==> config.mk <==
export PLATFORM = sky130hd
export DESIGN_NAME = cart_loader
export DESIGN_NICKNAME = d
export VERILOG_FILES = /design/src/design/loader_pkg.sv /design/src/design/cart_loader.sv /design/src/design/header_capture.sv /design/src/design/header_decode.sv /design/src/design/load_control.sv /design/src/design/write_queue.sv
export SDC_FILE = /design/constraint.sdc
export NUM_CORES = 1
export LEC_CHECK = 0
export ABC_AREA = 1
export BUFFER_PORTS_ARGS = -buffer_cell sky130_fd_sc_hd__buf_2
export CAP_MARGIN = 10
export CORE_MARGIN = 8
export CORE_UTILIZATION = 45
export DETAILED_ROUTE_END_ITERATION = 6
export HOLD_SLACK_MARGIN = 0.1
export PLACE_DENSITY_LB_ADDON = 0.08
export RECOVER_POWER = 100
export SKIP_LAST_GASP = 1
export SYNTH_ARGS = -nofsm -noshare
export SYNTH_HDL_FRONTEND = slang
export SYNTH_HIERARCHICAL = 1
export SYNTH_SLANG_ARGS = --single-unit
==> constraint.sdc <==
create_clock -name clk -period 4.8 [get_ports clk]
set_clock_uncertainty 0.1 [all_clocks]
set_input_delay 0.96 -clock clk [delete_from_list [all_inputs] [get_ports clk]]
set_output_delay 0.96 -clock clk [all_outputs]
set_load 0.1 [all_outputs]
==> src/design/loader_pkg.sv <==
// Shared widths, cartridge memory bases and page sizes for the image loader
// File and image kinds, the memory write record and the mapper flag record
// Fixed mapper flags used for disk and BIOS images

package loader_pkg;

	localparam int ADDR_W       = 22;
	localparam int HEADER_BYTES = 16;

	// Start addresses in cartridge memory
	localparam logic [ADDR_W-1:0] PRG_BASE  = 22'h000000;
	localparam logic [ADDR_W-1:0] CHR_BASE  = 22'h200000;
	localparam logic [ADDR_W-1:0] FDS_BASE  = 22'h010000;
	localparam logic [ADDR_W-1:0] BIOS_BASE = 22'h000000;

	localparam int PRG_PAGE_BYTES = 16384;
	localparam int CHR_PAGE_BYTES = 8192;

	// Kind of file announced by the host
	typedef enum logic [1:0] {
		FILE_NES  = 2'd0,
		FILE_BIOS = 2'd1,
		FILE_FDS  = 2'd2
	} file_kind_t;

	// Kind of image found in the header
	typedef enum logic [1:0] {
		IMAGE_INES = 2'd0,
		IMAGE_RAW  = 2'd1,
		IMAGE_BAD  = 2'd2
	} image_kind_t;

	typedef logic [HEADER_BYTES-1:0][7:0] header_t; // Byte i is header[i]

	typedef struct packed {
		logic [ADDR_W-1:0] addr;
		logic [7:0]        data;
	} mem_write_t;

	typedef struct packed {
		logic [7:0] ext;         // NES 2.0 extension byte
		logic       four_screen;
		logic       chr_ram;
		logic       mirroring;
		logic [2:0] chr_size;    // log2 of CHR size in 8 KB units
		logic [2:0] prg_size;    // log2 of PRG size in 16 KB units
		logic [7:0] mapper;
	} mapper_flags_t;

	// Same result as a header with bytes 4 to 7 set to FF 00 40 10
	localparam mapper_flags_t RAW_FLAGS = '{
		ext:         8'h00,
		four_screen: 1'b0,
		chr_ram:     1'b1,
		mirroring:   1'b0,
		chr_size:    3'd0,
		prg_size:    3'd7,
		mapper:      8'd20
	};

endpackage

==> src/design/cart_loader.sv <==
// Cartridge image loader top level
// Header capture and decode, load FSM and the memory write queue

`timescale 1ns/1ps

module cart_loader
	import loader_pkg::*;
#(
	parameter int RESET_HOLD = 255
) (
	input  logic          clk,
	input  logic          reset,
	input  logic          downloading,
	input  file_kind_t    file_kind,
	input  logic          invert_mirroring,
	input  logic          in_valid,
	input  logic [7:0]    in_data,
	output logic          in_ready,
	output logic          mem_valid,
	output mem_write_t    mem_write,
	input  logic          mem_ready,
	output mapper_flags_t flags,
	output logic          done,
	output logic          error,
	output logic          hold_reset
);

	logic              byte_taken;
	logic              load_start;
	header_t           header;
	logic              header_full;
	image_kind_t       image_kind;
	logic [ADDR_W-1:0] prg_bytes;
	logic [ADDR_W-1:0] chr_bytes;
	mapper_flags_t     decoded_flags;
	logic              write_valid;
	mem_write_t        write_rec;
	logic              write_ready;

	header_capture u_capture (
		.clk(clk), .reset(reset), .load_start(load_start), .byte_taken(byte_taken),
		.in_data(in_data), .header(header), .header_full(header_full)
	);

	header_decode u_decode (
		.header(header), .file_kind(file_kind), .invert_mirroring(invert_mirroring),
		.image_kind(image_kind), .prg_bytes(prg_bytes), .chr_bytes(chr_bytes),
		.decoded_flags(decoded_flags)
	);

	load_control #(.RESET_HOLD(RESET_HOLD)) u_control (
		.clk(clk), .reset(reset), .downloading(downloading), .file_kind(file_kind),
		.in_valid(in_valid), .in_ready(in_ready), .in_data(in_data),
		.header_full(header_full), .image_kind(image_kind), .prg_bytes(prg_bytes),
		.chr_bytes(chr_bytes), .decoded_flags(decoded_flags), .byte_taken(byte_taken),
		.load_start(load_start), .write_valid(write_valid), .write_rec(write_rec),
		.write_ready(write_ready), .flags(flags), .done(done), .error(error),
		.hold_reset(hold_reset)
	);

	write_queue u_queue (
		.clk(clk), .reset(reset), .in_valid(write_valid), .in_rec(write_rec),
		.in_ready(write_ready), .out_valid(mem_valid), .out_rec(mem_write),
		.out_ready(mem_ready)
	);

endmodule

==> src/design/header_capture.sv <==
// Header capture: stores the first header bytes of an image in arrival order
// and flags when the header array is complete

`timescale 1ns/1ps

module header_capture
	import loader_pkg::*;
(
	input  logic    clk,
	input  logic    reset,
	input  logic    load_start,
	input  logic    byte_taken,
	input  logic    [7:0] in_data,
	output header_t header,
	output logic    header_full
);

	localparam int SEL_W = $clog2(HEADER_BYTES);

	logic [SEL_W:0] index; // One extra bit to count up to a full header

	assign header_full = (index == (SEL_W+1)'(HEADER_BYTES));

	always_ff @(posedge clk) begin
		if (reset) begin
			index <= '0;
		end else if (load_start) begin
			index <= '0; // New image starts from byte 0
		end else if (byte_taken && !header_full) begin
			index <= index + 1'b1;
		end
	end

	// Bytes past the header are ignored here
	always_ff @(posedge clk) begin
		if (byte_taken && !header_full) begin
			header[index[SEL_W-1:0]] <= in_data;
		end
	end

endmodule

==> src/design/header_decode.sv <==
// Header decoder: image classification, mapper flags and PRG/CHR byte counts
// Purely combinational

`timescale 1ns/1ps

module header_decode
	import loader_pkg::*;
(
	input  header_t            header,
	input  file_kind_t         file_kind,
	input  logic               invert_mirroring,
	output image_kind_t        image_kind,
	output logic [ADDR_W-1:0]  prg_bytes,
	output logic [ADDR_W-1:0]  chr_bytes,
	output mapper_flags_t      decoded_flags
);

	logic nes_magic;
	logic fds_magic;
	logic has_trainer;
	logic is_nes20;
	logic is_dirty;

	// Smallest power of two page count that holds the given pages
	function automatic logic [2:0] size_code(input logic [7:0] pages);
		logic [2:0] code;
		if (pages <= 8'd1)       code = 3'd0;
		else if (pages <= 8'd2)  code = 3'd1;
		else if (pages <= 8'd4)  code = 3'd2;
		else if (pages <= 8'd8)  code = 3'd3;
		else if (pages <= 8'd16) code = 3'd4;
		else if (pages <= 8'd32) code = 3'd5;
		else if (pages <= 8'd64) code = 3'd6;
		else                     code = 3'd7;
		return code;
	endfunction

	assign nes_magic = (header[0] == 8'h4E) && (header[1] == 8'h45) &&
	                   (header[2] == 8'h53) && (header[3] == 8'h1A);
	assign fds_magic = (header[0] == 8'h46) && (header[1] == 8'h44) &&
	                   (header[2] == 8'h53) && (header[3] == 8'h1A);
	assign has_trainer = header[6][2]; // Trainers are not supported

	assign is_nes20 = (header[7][3:2] == 2'b10);
	// Old dumpers left junk in bytes 8 to 15
	assign is_dirty = !is_nes20 && (header[15:8] != '0);

	always_comb begin
		if (nes_magic && !has_trainer)
			image_kind = IMAGE_INES;
		else if (fds_magic || file_kind == FILE_FDS || file_kind == FILE_BIOS)
			image_kind = IMAGE_RAW;
		else
			image_kind = IMAGE_BAD;
	end

	assign prg_bytes = ADDR_W'(header[4]) * ADDR_W'(PRG_PAGE_BYTES);
	assign chr_bytes = ADDR_W'(header[5]) * ADDR_W'(CHR_PAGE_BYTES);

	always_comb begin
		decoded_flags.ext         = is_nes20 ? header[8] : 8'h00;
		decoded_flags.four_screen = header[6][3];
		decoded_flags.chr_ram     = (header[5] == 8'h00); // No CHR ROM pages
		decoded_flags.mirroring   = header[6][0] ^ invert_mirroring;
		decoded_flags.chr_size    = size_code(header[5]);
		decoded_flags.prg_size    = size_code(header[4]);
		decoded_flags.mapper      = {is_dirty ? 4'h0 : header[7][7:4], header[6][7:4]};
	end

endmodule

==> src/design/load_control.sv <==
// Load FSM with the write address and remaining byte counters
// Done/error status, mapper flag latch and the console reset hold counter

`timescale 1ns/1ps

module load_control
	import loader_pkg::*;
#(
	parameter int RESET_HOLD = 255
) (
	input  logic              clk,
	input  logic              reset,
	input  logic              downloading,
	input  file_kind_t        file_kind,
	input  logic              in_valid,
	output logic              in_ready,
	input  logic [7:0]        in_data,
	input  logic              header_full,
	input  image_kind_t       image_kind,
	input  logic [ADDR_W-1:0] prg_bytes,
	input  logic [ADDR_W-1:0] chr_bytes,
	input  mapper_flags_t     decoded_flags,
	output logic              byte_taken,
	output logic              load_start,
	output logic              write_valid,
	output mem_write_t        write_rec,
	input  logic              write_ready,
	output mapper_flags_t     flags,
	output logic              done,
	output logic              error,
	output logic              hold_reset
);

	localparam int HOLD_W = (RESET_HOLD > 1) ? $clog2(RESET_HOLD + 1) : 1;

	typedef enum logic [2:0] {
		S_HEADER, S_PRG, S_CHR, S_RAW, S_FINISHED, S_FAILED
	} state_t;

	state_t            state;
	logic              downloading_d;
	logic [ADDR_W-1:0] addr;
	logic [ADDR_W-1:0] remaining;
	logic [HOLD_W-1:0] hold_cnt;
	logic              init_hold;
	logic              writing;
	logic              dropping;

	function automatic logic [ADDR_W-1:0] base_addr(input file_kind_t kind);
		case (kind)
			FILE_BIOS: return BIOS_BASE;
			FILE_FDS:  return FDS_BASE;
			default:   return PRG_BASE;
		endcase
	endfunction

	assign load_start = downloading && !downloading_d;

	// States that store accepted bytes; PRG/CHR stall at zero to switch over
	always_comb begin
		case (state)
			S_HEADER:     writing = !header_full;
			S_PRG, S_CHR: writing = (remaining != '0);
			S_RAW:        writing = 1'b1;
			default:      writing = 1'b0;
		endcase
	end
	assign dropping = (state == S_FINISHED) && done; // Trailing bytes after a good load

	assign in_ready    = downloading && !load_start && ((writing && write_ready) || dropping);
	assign byte_taken  = in_valid && in_ready;
	assign write_valid = byte_taken && writing;
	assign write_rec   = '{addr: addr, data: in_data};

	always_ff @(posedge clk) begin
		if (reset) begin
			state <= S_FINISHED; // Idle until the first download, done stays low
			addr <= '0;
			remaining <= '0;
			done <= 1'b0;
			error <= 1'b0;
			flags <= '0;
		end else if (load_start) begin
			state <= S_HEADER;
			addr <= base_addr(file_kind);
			done <= 1'b0;
			error <= 1'b0;
		end else begin
			if (write_valid)
				addr <= addr + 1'b1;
			case (state)
				S_HEADER: begin
					if (header_full) begin
						case (image_kind)
							IMAGE_INES: begin
								state <= S_PRG;
								addr <= PRG_BASE; // Header bytes there get overwritten
								remaining <= prg_bytes;
							end
							IMAGE_RAW: state <= S_RAW;
							default: begin
								state <= S_FAILED;
								done <= 1'b1;
								error <= 1'b1;
							end
						endcase
					end else if (!downloading) begin
						state <= S_FAILED; // Image shorter than a header
						done <= 1'b1;
						error <= 1'b1;
					end
				end
				S_PRG, S_CHR: begin
					if (remaining == '0) begin
						if (state == S_PRG) begin
							state <= S_CHR;
							addr <= CHR_BASE;
							remaining <= chr_bytes;
						end else begin
							state <= S_FINISHED;
							done <= 1'b1;
							flags <= decoded_flags;
						end
					end else if (byte_taken) begin
						remaining <= remaining - 1'b1;
					end else if (!downloading) begin
						state <= S_FAILED; // Transfer ended early
						done <= 1'b1;
						error <= 1'b1;
					end
				end
				S_RAW: begin
					if (!downloading) begin
						state <= S_FINISHED;
						done <= 1'b1;
						flags <= RAW_FLAGS;
					end
				end
				default: ;
			endcase
		end
	end

	always_ff @(posedge clk) begin
		if (reset) begin
			downloading_d <= 1'b0;
			hold_cnt <= '0;
			init_hold <= 1'b1; // Console waits for a first image
		end else begin
			downloading_d <= downloading;
			if (downloading) begin
				hold_cnt <= HOLD_W'(RESET_HOLD);
				init_hold <= 1'b0;
			end else if (hold_cnt != '0) begin
				hold_cnt <= hold_cnt - 1'b1;
			end
		end
	end

	assign hold_reset = downloading || error || init_hold || (hold_cnt != '0);

	// Bytes arrive only during a download and are never stored after done
	a_byte_in_download: assert property (@(posedge clk) disable iff (reset)
		byte_taken |-> downloading && !(done && writing));

endmodule

==> src/design/write_queue.sv <==
// Two-entry FIFO for memory write records with valid/ready on both sides

`timescale 1ns/1ps

module write_queue
	import loader_pkg::*;
(
	input  logic       clk,
	input  logic       reset,
	input  logic       in_valid,
	input  mem_write_t in_rec,
	output logic       in_ready,
	output logic       out_valid,
	output mem_write_t out_rec,
	input  logic       out_ready
);

	mem_write_t entry [2];
	logic       wr_ptr;
	logic       rd_ptr;
	logic [1:0] count;
	logic       push;
	logic       pop;

	assign in_ready  = (count != 2'd2); // Not full
	assign out_valid = (count != 2'd0);
	assign out_rec   = entry[rd_ptr];

	assign push = in_valid && in_ready;
	assign pop  = out_valid && out_ready;

	always_ff @(posedge clk) begin
		if (reset) begin
			wr_ptr <= 1'b0;
			rd_ptr <= 1'b0;
			count <= 2'd0;
		end else begin
			if (push)
				wr_ptr <= !wr_ptr;
			if (pop)
				rd_ptr <= !rd_ptr;
			count <= count + {1'b0, push} - {1'b0, pop};
		end
	end

	always_ff @(posedge clk) begin
		if (push)
			entry[wr_ptr] <= in_rec;
	end

	a_out_stable: assert property (@(posedge clk) disable iff (reset)
		out_valid && !out_ready |=> out_valid && $stable(out_rec));

endmodule

After elaboration in Yosys (flattened, before gate mapping)
Memories as Yosys holds them, arrays and structs flattened. A register that Yosys moved wholly into a read port is not among the register bits.
Index checks and enable logic that the tools add are counted.
{"block": "classes", "addsub": 6, "magnitude_cmp": 16, "eq_ne": 30, "muxes": 67, "n_bitwise": 2, "reduce_logical": 54}
{"operator": "2-to-1 mux 22 bit", "count": 11}
{"operator": "bitwise mux 128 bit", "count": 1}
{"operator": "one-hot mux 22 bit (2 select lines)", "count": 2}
{"operator": "2-to-1 mux 25 bit", "count": 3}
{"operator": "nonzero test 64 bit", "count": 1}
{"operator": "2-to-1 mux 3 bit", "count": 19}
{"operator": "one-hot mux 25 bit (2 select lines)", "count": 1}
{"operator": "equality test 8 x 7 -> 1 bit, second input constant", "count": 5}
{"operator": "demux 8 bit (select 4 bit)", "count": 1}
{"operator": "2-to-1 mux 8 bit", "count": 4}
{"operator": "adder 22 x 1 -> 22 bit, second input constant", "count": 1}
{"operator": "zero test 22 bit", "count": 1}
{"operator": "nonzero test 22 bit", "count": 1}
{"operator": "subtractor 22 x 1 -> 22 bit, second input constant", "count": 1}
{"operator": "logical AND 1 bit", "count": 19}
{"operator": "2-to-1 mux 17 bit", "count": 1}
{"operator": "<= comparator 8 x 1 -> 1 bit, second input constant", "count": 2}
{"operator": "<= comparator 8 x 2 -> 1 bit, second input constant", "count": 2}
{"operator": "<= comparator 8 x 3 -> 1 bit, second input constant", "count": 2}
{"operator": "<= comparator 8 x 4 -> 1 bit, second input constant", "count": 2}
{"operator": "<= comparator 8 x 5 -> 1 bit, second input constant", "count": 2}
{"operator": "<= comparator 8 x 6 -> 1 bit, second input constant", "count": 2}
{"operator": "<= comparator 8 x 7 -> 1 bit, second input constant", "count": 2}
{"operator": "2-to-1 mux 1 bit", "count": 16}
{"operator": "other kinds (40)", "count": 73}
{"block": "word_totals", "register_bits": 221, "ramBits": 60, "out_inout_bits": 60, "mem_count": 1}
{"memory": "u_queue.entry", "depth": 2, "word_bits": 30, "read_ports": 1, "rd_ports_with_merged_regs": 1, "wr": 1, "line": "write_queue.sv:18", "rtl": "mem_write_t entry [2];"}

Logic depth before layout (Yosys ltp)
{"block": "logic_depth", "ltp_word": 13, "mapped_depth": 21, "depth_no_buf": 20}

Modules after synthesis
The synthesis kept the hierarchy.
{"mod": "load_control", "n_inst": 1, "cells_each": 783, "area_each_um2": 5083.6}
{"mod": "header_capture", "n_inst": 1, "cells_each": 217, "area_each_um2": 4350.4}
{"mod": "write_queue", "n_inst": 1, "cells_each": 129, "area_each_um2": 2548.7}
{"mod": "header_decode", "n_inst": 1, "cells_each": 224, "area_each_um2": 1137.3}

Worst setup path before layout
Ideal clock, no wire load.
{"block": "synth_timing", "path_type": "input-to-reg", "startpoint": "in downloading", "endpoint": "mem u_queue/entry[0][0] (netlist name) (enable)", "arrival_ps": 3302, "t_required_ps": 4283, "slack_ps": 981, "stages": 8, "n_path_buf": 2, "path_cell_list": "clkbuf_1 nand2_1 inv_1 o2111ai_1 inv_2 buf_2 nand2_4 nor2_1"}
{"block": "synth_via", "elab_chain_len": 9}
{"item": "start, declared", "line": "cart_loader.sv:13", "rtl": "input logic downloading,"}
{"item": "logical AND 1 bit", "line": "load_control.sv:57", "rtl": "assign load_start = downloading && !downloading_d;"}
{"item": "zero test 1 bit", "line": "load_control.sv:70", "rtl": "assign in_ready = downloading && !load_start && ((writing && write_ready) || dropping);"}
{"item": "logical AND 1 bit * (2 in series)", "line": "load_control.sv:70"}
{"item": "logical AND 1 bit *", "line": "load_control.sv:71", "rtl": "assign byte_taken = in_valid && in_ready;"}
{"item": "logical AND 1 bit *", "line": "load_control.sv:72", "rtl": "assign write_valid = byte_taken && writing;"}
{"item": "via write_valid", "line": "cart_loader.sv:36", "rtl": "logic write_valid;"}
{"item": "logical AND 1 bit *", "line": "write_queue.sv:29", "rtl": "assign push = in_valid && in_ready;"}
{"item": "2-to-1 mux 1 bit *", "line": "write_queue.sv:47", "rtl": "if (push)"}
{"item": "2-to-1 mux 1 bit (implied by the code) *", "line": "write_queue.sv:48", "rtl": "entry[wr_ptr] <= in_rec;"}
{"item": "end, declared", "line": "write_queue.sv:18"}
Mark *: on every way through the listed nets, which the timed path passes. The rest lies on a longest branch.

==> results.py <==
metrics = {
    "place": {
        "place_congestion": 0.905,
        "dpl_cell_area_um2": 13500,
        "dp_hpwl_mm": 19.8,
        "pre_cts_slack_ps": 1240,
        "numPortBuffers": 75,
    },
    "finish": {
        "multiInputGateArea_um2": 4490,
        "fill_cells": 2644,
        "drive_gt1_frac": 0.120,
        "regArea_um2": 7440,
        "area_growth_syn_to_layout_pct": 10.5,
        "nets": 1430,
        "fin_util": 0.503,
        "antennaDiodeCount": 0,
        "design_area_um2": 14400,
    },
    "worst_setup_path": {
        "r2r-start": "u_control/remaining[0]",
        "crit_path_max_fanout": 30,
        "worstPathRequired_ps": 3740,
        "r2r_cells": 10,
        "reg2reg_setup_slack_ps": 950,
        "start_kind": "register",
        "crit_path_end_kind": "output pin",
        "r2r_end": "u_control/flags[6]",
        "criticalPathCategory": "register to output pin",
        "arrival_ps": 3090,
        "endpoint": "mem_write[21]",
    },
    "sta": {
        "worst_pin_slew_ps": 2560,
        "setup_slack_ps": 648,
        "finalCritPeriodShare": 0.865,
        "hold_viol": 0,
        "rsz0062_at_grt": "no",
        "hold-worst-slack_ps": 360,
        "min_period_ps": 4150,
        "clock.fmax_ghz": 0.241,
        "setup_violations": 0,
        "tns_ps": 0,
        "relSlewSlack": -0.717,
        "drv_slew": 103,
    },
    "clock_tree": {
        "cts_tree": "built",
        "clk_pin_slew_ps": 60,
        "ctsHtreeMaxLevel": 1,
        "cts_made_buffers": 30,
        "clock_latency_ps": 560,
        "cts_resized": 0,
        "cts_buffer_depth": 3,
        "cts_num_sinks": 279,
        "cts_hold_buf": 0,
        "post-cts-setup-buffer-count": 0,
        "root_buffer": "clkbuf_16",
    },
    "drt": {
        "drt_iter0_markers": 617,
        "dr.pass1.iters": 5,
        "ant_nets": 0,
        "wire_per_inst_um": 15.8,
        "via_count": 8810,
        "remaining_drc_errors": 0,
        "routed_wl_mm": 28.7,
        "vias_per_cell": 4.86,
    },
    "floorplan": {
        "core_um2": 28600,
        "dieHeight_um": 186,
        "die_w_um": 186,
        "rows": 62,
        "io_pins": 76,
        "initial_core_util": 0.455,
        "die_area_um2": 34700,
    },
    "hold_path": {
        "min-delay-path-class": "register to register",
        "whs_path_depth": 2,
    },
    "synth": {
        "synth.avg_cell_area_um2": 9.65,
        "syn_inst": 1350,
        "yosys_warnings": 6,
        "netlist_area_um2": 13000,
    },
    "outcome": {
        "status": "complete, but fails checks",
        "failed_checks": "capacitance limit, slew limit",
    },
    "power": {
        "power_density_nw_per_um2": 375,
        "vdd_ir_drop_max_v": 0.000257,
        "p_leak_nw": 5.71,
    },
    "grt": {
        "grt_pass1_vias": 8585,
        "overflow": 0,
        "grt_max_degree": 33,
        "antenna_found_initial": 0,
        "grt_pass1_wl_mm": 46.3,
        "grt_usage": 0.169,
    },
    "job": {
        "drv_cap": 4,
    },
}
[critical path, cell delays in order (launching register included)]
cell and delay, ps:
dfxtp_1 1670, mux2_4 380, clkbuf_2 460
[cell usage in the layout (no fill, tap or decap), types with 31 or more instances in the layout]
| cell type | n |
|---|---|
| nand2_1 | 248 |
| nor2_1 | 215 |
| edfxtp_1 | 185 |
| inv_1 | 135 |
| dfxtp_1 | 94 |
| nand3_1 | 65 |
| clkbuf_1 | 47 |
| a21oi_1 | 44 |
| o21ai_0 | 43 |
| nand4_1 | 31 |
[state kept, by name (all words and copies together), names as in the netlist, 2 cells and up, named ones only]
| register | cells |
|---|---|
| u_control/remaining | 22 |
| u_queue/entry | 60 |
| u_control/addr | 22 |
| u_queue/count | 2 |
| u_capture/header | 125 |
| u_control/flags | 25 |
| u_control/hold_cnt | 8 |
| u_capture/index | 5 |
| u_control/state | 3 |
[power breakdown]
group | total [mW] | internal, mW | switching (mW)
clock | 2.40 | 1.47 | 0.935
combinational | 0.387 | 0.106 | 0.282
sequential | 2.61 | 2.57 | 0.0396
total | 5.40 | 4.15 | 1.26
[worst min-delay path by stage]
stage / startpoint / to / slack (ps)
after floorplan: u_control/init_hold / u_control/init_hold / 340
after global placement: u_control/init_hold / u_control/init_hold / 350
after detailed placement: u_control/hold_cnt[0] / u_control/hold_cnt[0] / 350
after CTS: u_control/hold_cnt[0] / u_control/hold_cnt[0] / 360
after global routing: u_control/flags[0] / u_control/flags[0] / 390
final: u_control/hold_cnt[0] / u_control/hold_cnt[0] / 360
[metrics by stage]
step                std cells  power [mW]
finish                   1813        5.40
global route             1813        5.59
CTS                      1813        5.46
detailed placement       1757        3.05
global placement         1757        3.05
floorplan                1377        2.98
[layer usage]
metal	track usage	part of all wire	up-vias
li1	-	-	4508
met1	0.227	0.48	4103
met2	0.287	0.47	162
met3	0.0235	0.039	37
met4	0.0375	0.015	0
met5	0	0	-
[area by class of cell]
cell class	instances	share of cell area
Sequential cell	279	0.516
Multi-Input combinational cell	869	0.312
Clock buffer	39	0.0565
Inverter	142	0.0372
Tap cell	384	0.0334
Timing Repair Buffer	83	0.0281
Clock inverter	17	0.0169
(Power assumes the default switching activity.)
